[src/rtl/pipeCtrlPkg.sv]
/*
 * Pipeline control package
 * Opcode, ALU control, immediate type, result source and forwarding
 * encodings shared by the RV32I control path
 */
`default_nettype none

package pipeCtrlPkg;

    // Supported RV32I major opcodes
    typedef enum logic [6:0] {
        opLoad   = 7'b0000011,
        opStore  = 7'b0100011,
        opRType  = 7'b0110011,
        opBranch = 7'b1100011,
        opIType  = 7'b0010011,
        opJal    = 7'b1101111,
        opJalr   = 7'b1100111,
        opLui    = 7'b0110111
    } opcodeT;

    // ALU operation as seen by the execute stage
    // Codes 4, 6 and 7 unused
    typedef enum logic [2:0] {
        aluAdd = 3'd0,
        aluSub = 3'd1,
        aluAnd = 3'd2,
        aluOr  = 3'd3,
        aluSlt = 3'd5
    } aluCtrlT;

    // Main decoder to ALU decoder hint
    typedef enum logic [1:0] {
        aluOpMem    = 2'd0,
        aluOpBranch = 2'd1,
        aluOpFunct  = 2'd2
    } aluOpT;

    // Immediate format for the datapath extender
    typedef enum logic [2:0] {
        immI = 3'd0,
        immS = 3'd1,
        immB = 3'd2,
        immJ = 3'd3,
        immU = 3'd4
    } immSrcT;

    // Writeback result mux select
    typedef enum logic [1:0] {
        resAlu     = 2'd0,
        resMem     = 2'd1,
        resPcPlus4 = 2'd2,
        resImm     = 2'd3
    } resultSrcT;

    // Execute-stage operand source
    typedef enum logic [1:0] {
        fwdNone = 2'd0,
        fwdWb   = 2'd1,
        fwdMem  = 2'd2
    } forwardT;

    // funct3 codes for ALU ops
    localparam logic [2:0] f3AddSub = 3'b000;
    localparam logic [2:0] f3Slt    = 3'b010;
    localparam logic [2:0] f3Or     = 3'b110;
    localparam logic [2:0] f3And    = 3'b111;

    // funct3 codes for branches
    localparam logic [2:0] f3Beq    = 3'b000;
    localparam logic [2:0] f3Bne    = 3'b001;

endpackage

`default_nettype wire

[src/rtl/instrDecoder.sv]
/*
 * Instruction decoder
 * Main decoder and ALU decoder for the decode stage
 * Unknown opcodes and funct3 values give write-free control
 */
`default_nettype none

module instrDecoder (
    input  wire pipeCtrlPkg::opcodeT    opcode_i,
    input  wire logic [2:0]             funct3_i,
    input  wire logic                   funct7b5_i,
    output logic                        regWriteD_o,
    output logic                        memWriteD_o,
    output logic                        jumpD_o,
    output logic                        branchD_o,
    output logic                        branchTypeD_o,
    output logic                        aluSrcD_o,
    output pipeCtrlPkg::immSrcT         immSrcD_o,
    output pipeCtrlPkg::resultSrcT      resultSrcD_o,
    output pipeCtrlPkg::aluCtrlT        aluCtrlD_o
);

    pipeCtrlPkg::aluOpT aluOp;
    logic               aluFunct3Ok;
    logic               branchFunct3Ok;
    logic               rTypeSub;

    // funct3 values the ALU and branch unit can actually execute
    assign aluFunct3Ok = (funct3_i == pipeCtrlPkg::f3AddSub) ||
                         (funct3_i == pipeCtrlPkg::f3Slt) ||
                         (funct3_i == pipeCtrlPkg::f3Or) ||
                         (funct3_i == pipeCtrlPkg::f3And);
    assign branchFunct3Ok = (funct3_i == pipeCtrlPkg::f3Beq) ||
                            (funct3_i == pipeCtrlPkg::f3Bne);

    // Main decoder
    always_comb begin
        // Defaults are the no-op control set
        regWriteD_o  = 1'b0;
        memWriteD_o  = 1'b0;
        jumpD_o      = 1'b0;
        branchD_o    = 1'b0;
        aluSrcD_o    = 1'b0;
        immSrcD_o    = pipeCtrlPkg::immI;
        resultSrcD_o = pipeCtrlPkg::resAlu;
        aluOp        = pipeCtrlPkg::aluOpMem;
        case (opcode_i)
            pipeCtrlPkg::opLoad: begin
                regWriteD_o  = 1'b1;
                aluSrcD_o    = 1'b1;
                resultSrcD_o = pipeCtrlPkg::resMem;
            end
            pipeCtrlPkg::opStore: begin
                memWriteD_o = 1'b1;
                aluSrcD_o   = 1'b1;
                immSrcD_o   = pipeCtrlPkg::immS;
            end
            pipeCtrlPkg::opRType: begin
                regWriteD_o = aluFunct3Ok;
                aluOp       = pipeCtrlPkg::aluOpFunct;
            end
            pipeCtrlPkg::opBranch: begin
                // Only beq and bne may redirect the PC
                branchD_o = branchFunct3Ok;
                immSrcD_o = pipeCtrlPkg::immB;
                aluOp     = pipeCtrlPkg::aluOpBranch;
            end
            pipeCtrlPkg::opIType: begin
                regWriteD_o = aluFunct3Ok;
                aluSrcD_o   = 1'b1;
                aluOp       = pipeCtrlPkg::aluOpFunct;
            end
            pipeCtrlPkg::opJal: begin
                regWriteD_o  = 1'b1;
                jumpD_o      = 1'b1;
                immSrcD_o    = pipeCtrlPkg::immJ;
                resultSrcD_o = pipeCtrlPkg::resPcPlus4;
            end
            pipeCtrlPkg::opJalr: begin
                // Target is rs1 plus the I immediate
                regWriteD_o  = 1'b1;
                jumpD_o      = 1'b1;
                aluSrcD_o    = 1'b1;
                resultSrcD_o = pipeCtrlPkg::resPcPlus4;
            end
            pipeCtrlPkg::opLui: begin
                regWriteD_o  = 1'b1;
                immSrcD_o    = pipeCtrlPkg::immU;
                resultSrcD_o = pipeCtrlPkg::resImm;
            end
            default: begin
            end
        endcase
    end

    // Sub only for R-type, bit 5 separates it from I-type
    assign rTypeSub = funct7b5_i & opcode_i[5];

    // ALU decoder
    always_comb begin
        case (aluOp)
            pipeCtrlPkg::aluOpMem:    aluCtrlD_o = pipeCtrlPkg::aluAdd;
            pipeCtrlPkg::aluOpBranch: aluCtrlD_o = pipeCtrlPkg::aluSub;
            pipeCtrlPkg::aluOpFunct: begin
                case (funct3_i)
                    pipeCtrlPkg::f3AddSub:
                        aluCtrlD_o = rTypeSub ? pipeCtrlPkg::aluSub : pipeCtrlPkg::aluAdd;
                    pipeCtrlPkg::f3Slt: aluCtrlD_o = pipeCtrlPkg::aluSlt;
                    pipeCtrlPkg::f3Or:  aluCtrlD_o = pipeCtrlPkg::aluOr;
                    pipeCtrlPkg::f3And: aluCtrlD_o = pipeCtrlPkg::aluAnd;
                    default:            aluCtrlD_o = pipeCtrlPkg::aluAdd;
                endcase
            end
            default: aluCtrlD_o = pipeCtrlPkg::aluAdd;
        endcase
    end

    // Inverts Zero in execute, bne only
    assign branchTypeD_o = branchD_o && (funct3_i == pipeCtrlPkg::f3Bne);

endmodule

`default_nettype wire

[src/rtl/stageControl.sv]
/*
 * Stage control
 * Carries decode control through execute, memory and writeback
 * and resolves branches and jumps in execute
 */
`default_nettype none

module stageControl (
    input  wire logic                   clk,
    input  wire logic                   reset,
    input  wire logic                   flushE_i,
    input  wire logic                   zeroE_i,
    input  wire logic                   regWriteD_i,
    input  wire logic                   memWriteD_i,
    input  wire logic                   jumpD_i,
    input  wire logic                   branchD_i,
    input  wire logic                   branchTypeD_i,
    input  wire logic                   aluSrcD_i,
    input  wire pipeCtrlPkg::resultSrcT resultSrcD_i,
    input  wire pipeCtrlPkg::aluCtrlT   aluCtrlD_i,
    output pipeCtrlPkg::aluCtrlT        aluCtrlE_o,
    output logic                        aluSrcE_o,
    output logic                        pcSrcE_o,
    output pipeCtrlPkg::resultSrcT      resultSrcE_o,
    output logic                        memWriteM_o,
    output pipeCtrlPkg::resultSrcT      resultSrcM_o,
    output logic                        regWriteM_o,
    output logic                        regWriteW_o,
    output pipeCtrlPkg::resultSrcT      resultSrcW_o
);

    // Execute-only control bits
    logic regWriteE;
    logic memWriteE;
    logic jumpE;
    logic branchE;
    logic branchTypeE;

    // Execute registers
    // A flush loads a bubble
    always_ff @(posedge clk) begin
        if (reset || flushE_i) begin
            regWriteE    <= 1'b0;
            memWriteE    <= 1'b0;
            jumpE        <= 1'b0;
            branchE      <= 1'b0;
            branchTypeE  <= 1'b0;
            aluSrcE_o    <= 1'b0;
            resultSrcE_o <= pipeCtrlPkg::resAlu;
            aluCtrlE_o   <= pipeCtrlPkg::aluAdd;
        end else begin
            regWriteE    <= regWriteD_i;
            memWriteE    <= memWriteD_i;
            jumpE        <= jumpD_i;
            branchE      <= branchD_i;
            branchTypeE  <= branchTypeD_i;
            aluSrcE_o    <= aluSrcD_i;
            resultSrcE_o <= resultSrcD_i;
            aluCtrlE_o   <= aluCtrlD_i;
        end
    end

    // Taken branch or any jump
    assign pcSrcE_o = (branchE & (zeroE_i ^ branchTypeE)) | jumpE;

    // Memory registers, no flush here
    always_ff @(posedge clk) begin
        if (reset) begin
            regWriteM_o  <= 1'b0;
            memWriteM_o  <= 1'b0;
            resultSrcM_o <= pipeCtrlPkg::resAlu;
        end else begin
            regWriteM_o  <= regWriteE;
            memWriteM_o  <= memWriteE;
            resultSrcM_o <= resultSrcE_o;
        end
    end

    // Writeback registers
    always_ff @(posedge clk) begin
        if (reset) begin
            regWriteW_o  <= 1'b0;
            resultSrcW_o <= pipeCtrlPkg::resAlu;
        end else begin
            regWriteW_o  <= regWriteM_o;
            resultSrcW_o <= resultSrcM_o;
        end
    end

    // Bubble reaches memory two edges after the flush request
    noWriteAfterFlush: assert property (
        @(posedge clk) (reset || flushE_i) |=> ##1 (!regWriteM_o && !memWriteM_o)
    ) else $error("write in memory stage after flush or reset");

endmodule

`default_nettype wire

[src/rtl/hazardUnit.sv]
/*
 * Hazard unit
 * Forwarding selects for the execute operands,
 * load-use stall and flush requests
 */
`default_nettype none

module hazardUnit (
    input  wire logic [4:0]             rs1D_i,
    input  wire logic [4:0]             rs2D_i,
    input  wire logic [4:0]             rs1E_i,
    input  wire logic [4:0]             rs2E_i,
    input  wire logic [4:0]             rdE_i,
    input  wire logic [4:0]             rdM_i,
    input  wire logic [4:0]             rdW_i,
    input  wire pipeCtrlPkg::resultSrcT resultSrcE_i,
    input  wire logic                   regWriteM_i,
    input  wire logic                   regWriteW_i,
    input  wire logic                   mispredict_i,
    output pipeCtrlPkg::forwardT        forwardAE_o,
    output pipeCtrlPkg::forwardT        forwardBE_o,
    output logic                        stallF_o,
    output logic                        stallD_o,
    output logic                        flushD_o,
    output logic                        flushE_o
);

    logic lwStall;

    // Youngest producer wins, x0 never forwarded
    function automatic pipeCtrlPkg::forwardT fwdSel(input logic [4:0] rs,
                                                    input logic [4:0] rdMem,
                                                    input logic       writeMem,
                                                    input logic [4:0] rdWb,
                                                    input logic       writeWb);
        pipeCtrlPkg::forwardT sel;
        if ((rs != 5'd0) && writeMem && (rs == rdMem)) begin
            sel = pipeCtrlPkg::fwdMem;
        end else if ((rs != 5'd0) && writeWb && (rs == rdWb)) begin
            sel = pipeCtrlPkg::fwdWb;
        end else begin
            sel = pipeCtrlPkg::fwdNone;
        end
        return sel;
    endfunction

    assign forwardAE_o = fwdSel(rs1E_i, rdM_i, regWriteM_i, rdW_i, regWriteW_i);
    assign forwardBE_o = fwdSel(rs2E_i, rdM_i, regWriteM_i, rdW_i, regWriteW_i);

    // Load in execute feeding the instruction in decode
    assign lwStall = (resultSrcE_i == pipeCtrlPkg::resMem) && (rdE_i != 5'd0) &&
                     ((rs1D_i == rdE_i) || (rs2D_i == rdE_i));

    // Hold fetch and decode, bubble into execute
    assign stallF_o = lwStall;
    assign stallD_o = lwStall;

    // Wrong-path instructions in decode and execute are dropped
    assign flushD_o = mispredict_i;
    assign flushE_o = lwStall | mispredict_i;

endmodule

`default_nettype wire

[src/rtl/pipelineController.sv]
/*
 * Pipeline controller top level
 * Decoder, stage control and hazard unit of the RV32I core
 */
`default_nettype none

module pipelineController (
    input  wire logic                   clk,
    input  wire logic                   reset,
    input  wire pipeCtrlPkg::opcodeT    opcode_i,
    input  wire logic [2:0]             funct3_i,
    input  wire logic                   funct7b5_i,
    input  wire logic                   zeroE_i,
    input  wire logic [4:0]             rs1D_i,
    input  wire logic [4:0]             rs2D_i,
    input  wire logic [4:0]             rs1E_i,
    input  wire logic [4:0]             rs2E_i,
    input  wire logic [4:0]             rdE_i,
    input  wire logic [4:0]             rdM_i,
    input  wire logic [4:0]             rdW_i,
    input  wire logic                   mispredict_i,
    output pipeCtrlPkg::immSrcT         immSrcD_o,
    output pipeCtrlPkg::aluCtrlT        aluCtrlE_o,
    output logic                        aluSrcE_o,
    output logic                        pcSrcE_o,
    output logic                        memWriteM_o,
    output pipeCtrlPkg::resultSrcT      resultSrcM_o,
    output logic                        regWriteW_o,
    output pipeCtrlPkg::resultSrcT      resultSrcW_o,
    output pipeCtrlPkg::forwardT        forwardAE_o,
    output pipeCtrlPkg::forwardT        forwardBE_o,
    output logic                        stallF_o,
    output logic                        stallD_o,
    output logic                        flushD_o,
    output logic                        flushE_o
);

    // Decode-stage control
    logic                   regWriteD;
    logic                   memWriteD;
    logic                   jumpD;
    logic                   branchD;
    logic                   branchTypeD;
    logic                   aluSrcD;
    pipeCtrlPkg::resultSrcT resultSrcD;
    pipeCtrlPkg::aluCtrlT   aluCtrlD;

    // Stage state seen by the hazard unit
    pipeCtrlPkg::resultSrcT resultSrcE;
    logic                   regWriteM;

    instrDecoder decoder (
        .opcode_i      (opcode_i),
        .funct3_i      (funct3_i),
        .funct7b5_i    (funct7b5_i),
        .regWriteD_o   (regWriteD),
        .memWriteD_o   (memWriteD),
        .jumpD_o       (jumpD),
        .branchD_o     (branchD),
        .branchTypeD_o (branchTypeD),
        .aluSrcD_o     (aluSrcD),
        .immSrcD_o     (immSrcD_o),
        .resultSrcD_o  (resultSrcD),
        .aluCtrlD_o    (aluCtrlD)
    );

    // Flush from the hazard unit clears the execute registers
    stageControl execute (
        .clk           (clk),
        .reset         (reset),
        .flushE_i      (flushE_o),
        .zeroE_i       (zeroE_i),
        .regWriteD_i   (regWriteD),
        .memWriteD_i   (memWriteD),
        .jumpD_i       (jumpD),
        .branchD_i     (branchD),
        .branchTypeD_i (branchTypeD),
        .aluSrcD_i     (aluSrcD),
        .resultSrcD_i  (resultSrcD),
        .aluCtrlD_i    (aluCtrlD),
        .aluCtrlE_o    (aluCtrlE_o),
        .aluSrcE_o     (aluSrcE_o),
        .pcSrcE_o      (pcSrcE_o),
        .resultSrcE_o  (resultSrcE),
        .memWriteM_o   (memWriteM_o),
        .resultSrcM_o  (resultSrcM_o),
        .regWriteM_o   (regWriteM),
        .regWriteW_o   (regWriteW_o),
        .resultSrcW_o  (resultSrcW_o)
    );

    hazardUnit result (
        .rs1D_i        (rs1D_i),
        .rs2D_i        (rs2D_i),
        .rs1E_i        (rs1E_i),
        .rs2E_i        (rs2E_i),
        .rdE_i         (rdE_i),
        .rdM_i         (rdM_i),
        .rdW_i         (rdW_i),
        .resultSrcE_i  (resultSrcE),
        .regWriteM_i   (regWriteM),
        .regWriteW_i   (regWriteW_o),
        .mispredict_i  (mispredict_i),
        .forwardAE_o   (forwardAE_o),
        .forwardBE_o   (forwardBE_o),
        .stallF_o      (stallF_o),
        .stallD_o      (stallD_o),
        .flushD_o      (flushD_o),
        .flushE_o      (flushE_o)
    );

endmodule

`default_nettype wire

[config.mk]
export PLATFORM = sky130hd
export DESIGN_NAME = pipelineController
export DESIGN_NICKNAME = d
export VERILOG_FILES = /design/src/rtl/pipeCtrlPkg.sv /design/src/rtl/instrDecoder.sv /design/src/rtl/stageControl.sv /design/src/rtl/hazardUnit.sv /design/src/rtl/pipelineController.sv
export SDC_FILE = /design/constraint.sdc
export NUM_CORES = 1
export LEC_CHECK = 0
export ABC_AREA = 1
export BUFFER_PORTS_ARGS = -buffer_cell sky130_fd_sc_hd__clkbuf_2
export CAP_MARGIN = 20
export CORE_MARGIN = 4
export CORE_UTILIZATION = 30
export DETAILED_ROUTE_END_ITERATION = 10
export HOLD_SLACK_MARGIN = 0.15
export PLACE_DENSITY = 0.56
export SLEW_MARGIN = 20
export SYNTH_ARGS = -nofsm -noshare
export SYNTH_HDL_FRONTEND = slang
export SYNTH_SLANG_ARGS = --single-unit
[constraint.sdc]
create_clock -name clk -period 1.6 [get_ports clk]
set_input_delay 0.16 -clock clk [delete_from_list [all_inputs] [get_ports clk]]
set_output_delay 0.16 -clock clk [all_outputs]
set_load 0.02 [all_outputs]
==> results.toml <==
[status]
outcome = "complete, no violations"

[floorplanning]
pin_count = 72
die_h_um = 74.1
core-area_sq_um = 4120
num_rows = 23
dieArea_sq_um = 5490
initial_core_util_pct = 31.9
die_w_um = 74.1

[route]
routedWlPerCell_um = 9.40
first_iter_violations = 54
postRouteAntennaNets = 0
vias_per_cell = 4.21
route.vias.total = 1409
totalWireLength_mm = 3.15
drc = 0
dr.pass1.iters = 4

[grt]
grt_usage_pct = 12.1
gr-total-overflow = 0
met3_usage_pct = 3.51
grt_first_pass_wirelength_mm = 5.36
grt_antenna_before_repair = 0
grt_pass1_vias = 1294
met2_usage_pct = 19.6
top_usage_layer = "met2"
grt_max_degree = 12
use_met1_pct = 16.4

[place]
dpl_cell_area_sq_um = 1700
dp_hpwl_mm = 2.83
portBuffers = 71
globalplace.congestion = 0.850
place_inst = 332

[yosys]
synth-warning-count = 0
synthCells = 215
synth_nets = 267
synth-seq-area-share_pct = 27.5
postSynthAreaPerCell_sq_um = 6.10
yosysUniqueCellTypes = 29
synth-edff-count = 0
synth_flop_cell = "dfxtp_1"
syn-cell-area_sq_um = 1310
yosys_register_bits = 18
synth-async-reset-ratio_pct = 0

[timing]
tns_ps = 0
max-slew-margin-rel_pct = 78.2
max_clock_freq_ghz = 0.688
finalSetupViolCount = 0
hold_viol_final = 0
fin_crit_ps = 1450
finalClockSkew_ps = 3.29
tightest_slew_ps = 326
holdWs_ps = 170
report.final.slew_viol_count = 0
rsz0062_at_grt = "no"
finalCritPeriodShare_pct = 90.9

[clock_tree]
clk_latency_ps = 250
postCtsSetupRepairBufs = 0
root_buffer = "clkbuf_8"
cts_tree = "built"
postCtsHoldBufs = 0
clk_pin_slew_ps = 60
htreeDepth = 1
cts_buffers = 3
cts_buffer_depth = 2
cts_resized = 0
cts_sinks = 18

[finish]
antennaDiodeCount = 0
drive_above_1_share_pct = 35.4
nets = 339
syn2layout_area_growth_pct = 33.0
num-fill-cells = 474
fin_area_sq_um = 1740
multi_input_area_sq_um = 748
final_cells = 335
regArea_sq_um = 360

[critical_path]
crit_fanout = 2
r2r_cells = 6
start_kind = "register"
required_ps = 1440
reg2reg_to = "execute.jumpE"
r2r_slack_ps = 540
rr_startpoint = "execute.resultSrcE_o[1]"
cp.arrival_ps = 1290
crit_path_end_kind = "primary output"
cp_cell_sequence = "inv_1 -> a21oi_1 -> o221ai_1 -> nor3_2 -> nor2_1 -> clkbuf_2"
crit_path_top_delay_cell = "dfxtp_1"
slowest_delay_ps = 320
path_class = "reg2out"

[min_path]
hold_path_end = "execute.branchTypeE"
hp-class = "in2reg"
worstHoldStart = "funct3_i[0]"
whs_path_depth = 3

[power]
power.density_nw_per_um2 = 554
p_total_uw = 967
ir_worst_vdd_mv = 0.271
p_leak_uw = 0.000969

[run]
cap_violations = 0
[cell families after synthesis]
| group | share of synthesized area [%] |
|---|---|
| compound gates | 5.63 |
| simple gates | 42.5 |
| flops | 27.5 |
| buf+inv | 15.8 |
| xor+xnor | 6.68 |
| fa+ha+maj | 1.91 |
[worst max-delay path, delay by kind of cell (launching register included)]
| kind | cells | cell delay (ps) |
|---|---|---|
| buffers and inverters | 2 | 210 |
| AOI/OAI and AO/OA | 2 | 240 |
| DFF | 1 | 320 |
| and+or+nand+nor | 2 | 280 |
[cells in the mapped netlist, types with 3 or more instances]
cell type | count | area share (%)
nand2_1 | 46 | 13
inv_1 | 39 | 11
nor2_1 | 31 | 8.9
dfxtp_1 | 18 | 27
nand3_1 | 13 | 5.0
nor2_2 | 12 | 5.7
inv_2 | 7 | 2.0
nor3_1 | 6 | 2.3
xnor2_1 | 6 | 4.0
nand4_1 | 5 | 2.4
xor2_1 | 4 | 2.7
a21oi_1 | 3 | 1.1
o21ai_0 | 3 | 1.1
o22ai_1 | 3 | 1.4
[registers in the layout, indices dropped and copies added, names as in the netlist, 2 cells and up]
register,count
execute.resultSrcE_o,2
execute.aluCtrlE_o,3
execute.resultSrcM_o,2
execute.resultSrcW_o,2
[cell usage in the layout (no fill, tap or decap), drive strengths merged, types with 5 or more instances in the layout]
cell / count
clkbuf: 74
nand2: 48
inv: 46
nor2: 44
dfxtp: 18
nand3: 14
xnor2: 6
nor3: 6
nand4: 5
[cell type report]
type | instances | share of cell area [%]
multi-input cells | 146 | 42.9
flip-flops and latches | 18 | 20.7
repair buffers | 71 | 20.4
inverters | 47 | 10.1
well taps | 50 | 3.59
clock buffers | 3 | 2.37
[worst max path at each step]
stage                     slack (ps)               endpoint           startpoint  depth (start not counted)
after detailed placement         190  execute.aluCtrlE_o[2]          opcode_i[3]                         10
final                            150         forwardBE_o[0]  execute.regWriteM_o                          6
after global routing              10         forwardBE_o[0]  execute.regWriteM_o                          6
after global placement           210  execute.aluCtrlE_o[2]          opcode_i[3]                         10
after floorplan                   80         forwardBE_o[0]  execute.regWriteM_o                          5
after CTS                         50         forwardBE_o[0]  execute.regWriteM_o                          6
[through the flow]
| stage | util [%] | setup slack, ps |
|---|---|---|
| after CTS | 42.3 | 48.3 |
| after detailed placement | 41.3 | 188 |
| final | 42.4 | 146 |
| after global placement | 41.3 | 214 |
| after floorplan | - | 77.7 |
| after global routing | 42.4 | 9.72 |
[power by group]
part,internal (uW),switching [uW],total [uW]
Sequential,449,0.374,450
Combinational,95.2,123,218
Clock,167,133,299
[layer usage]
layer,vias up,share of wire [%]
met2,44,43
li1,789,-
met5,-,0
met1,574,47
met4,0,0.32
met3,2,9.1
Note: power is estimated with default switching activity, not from simulation.
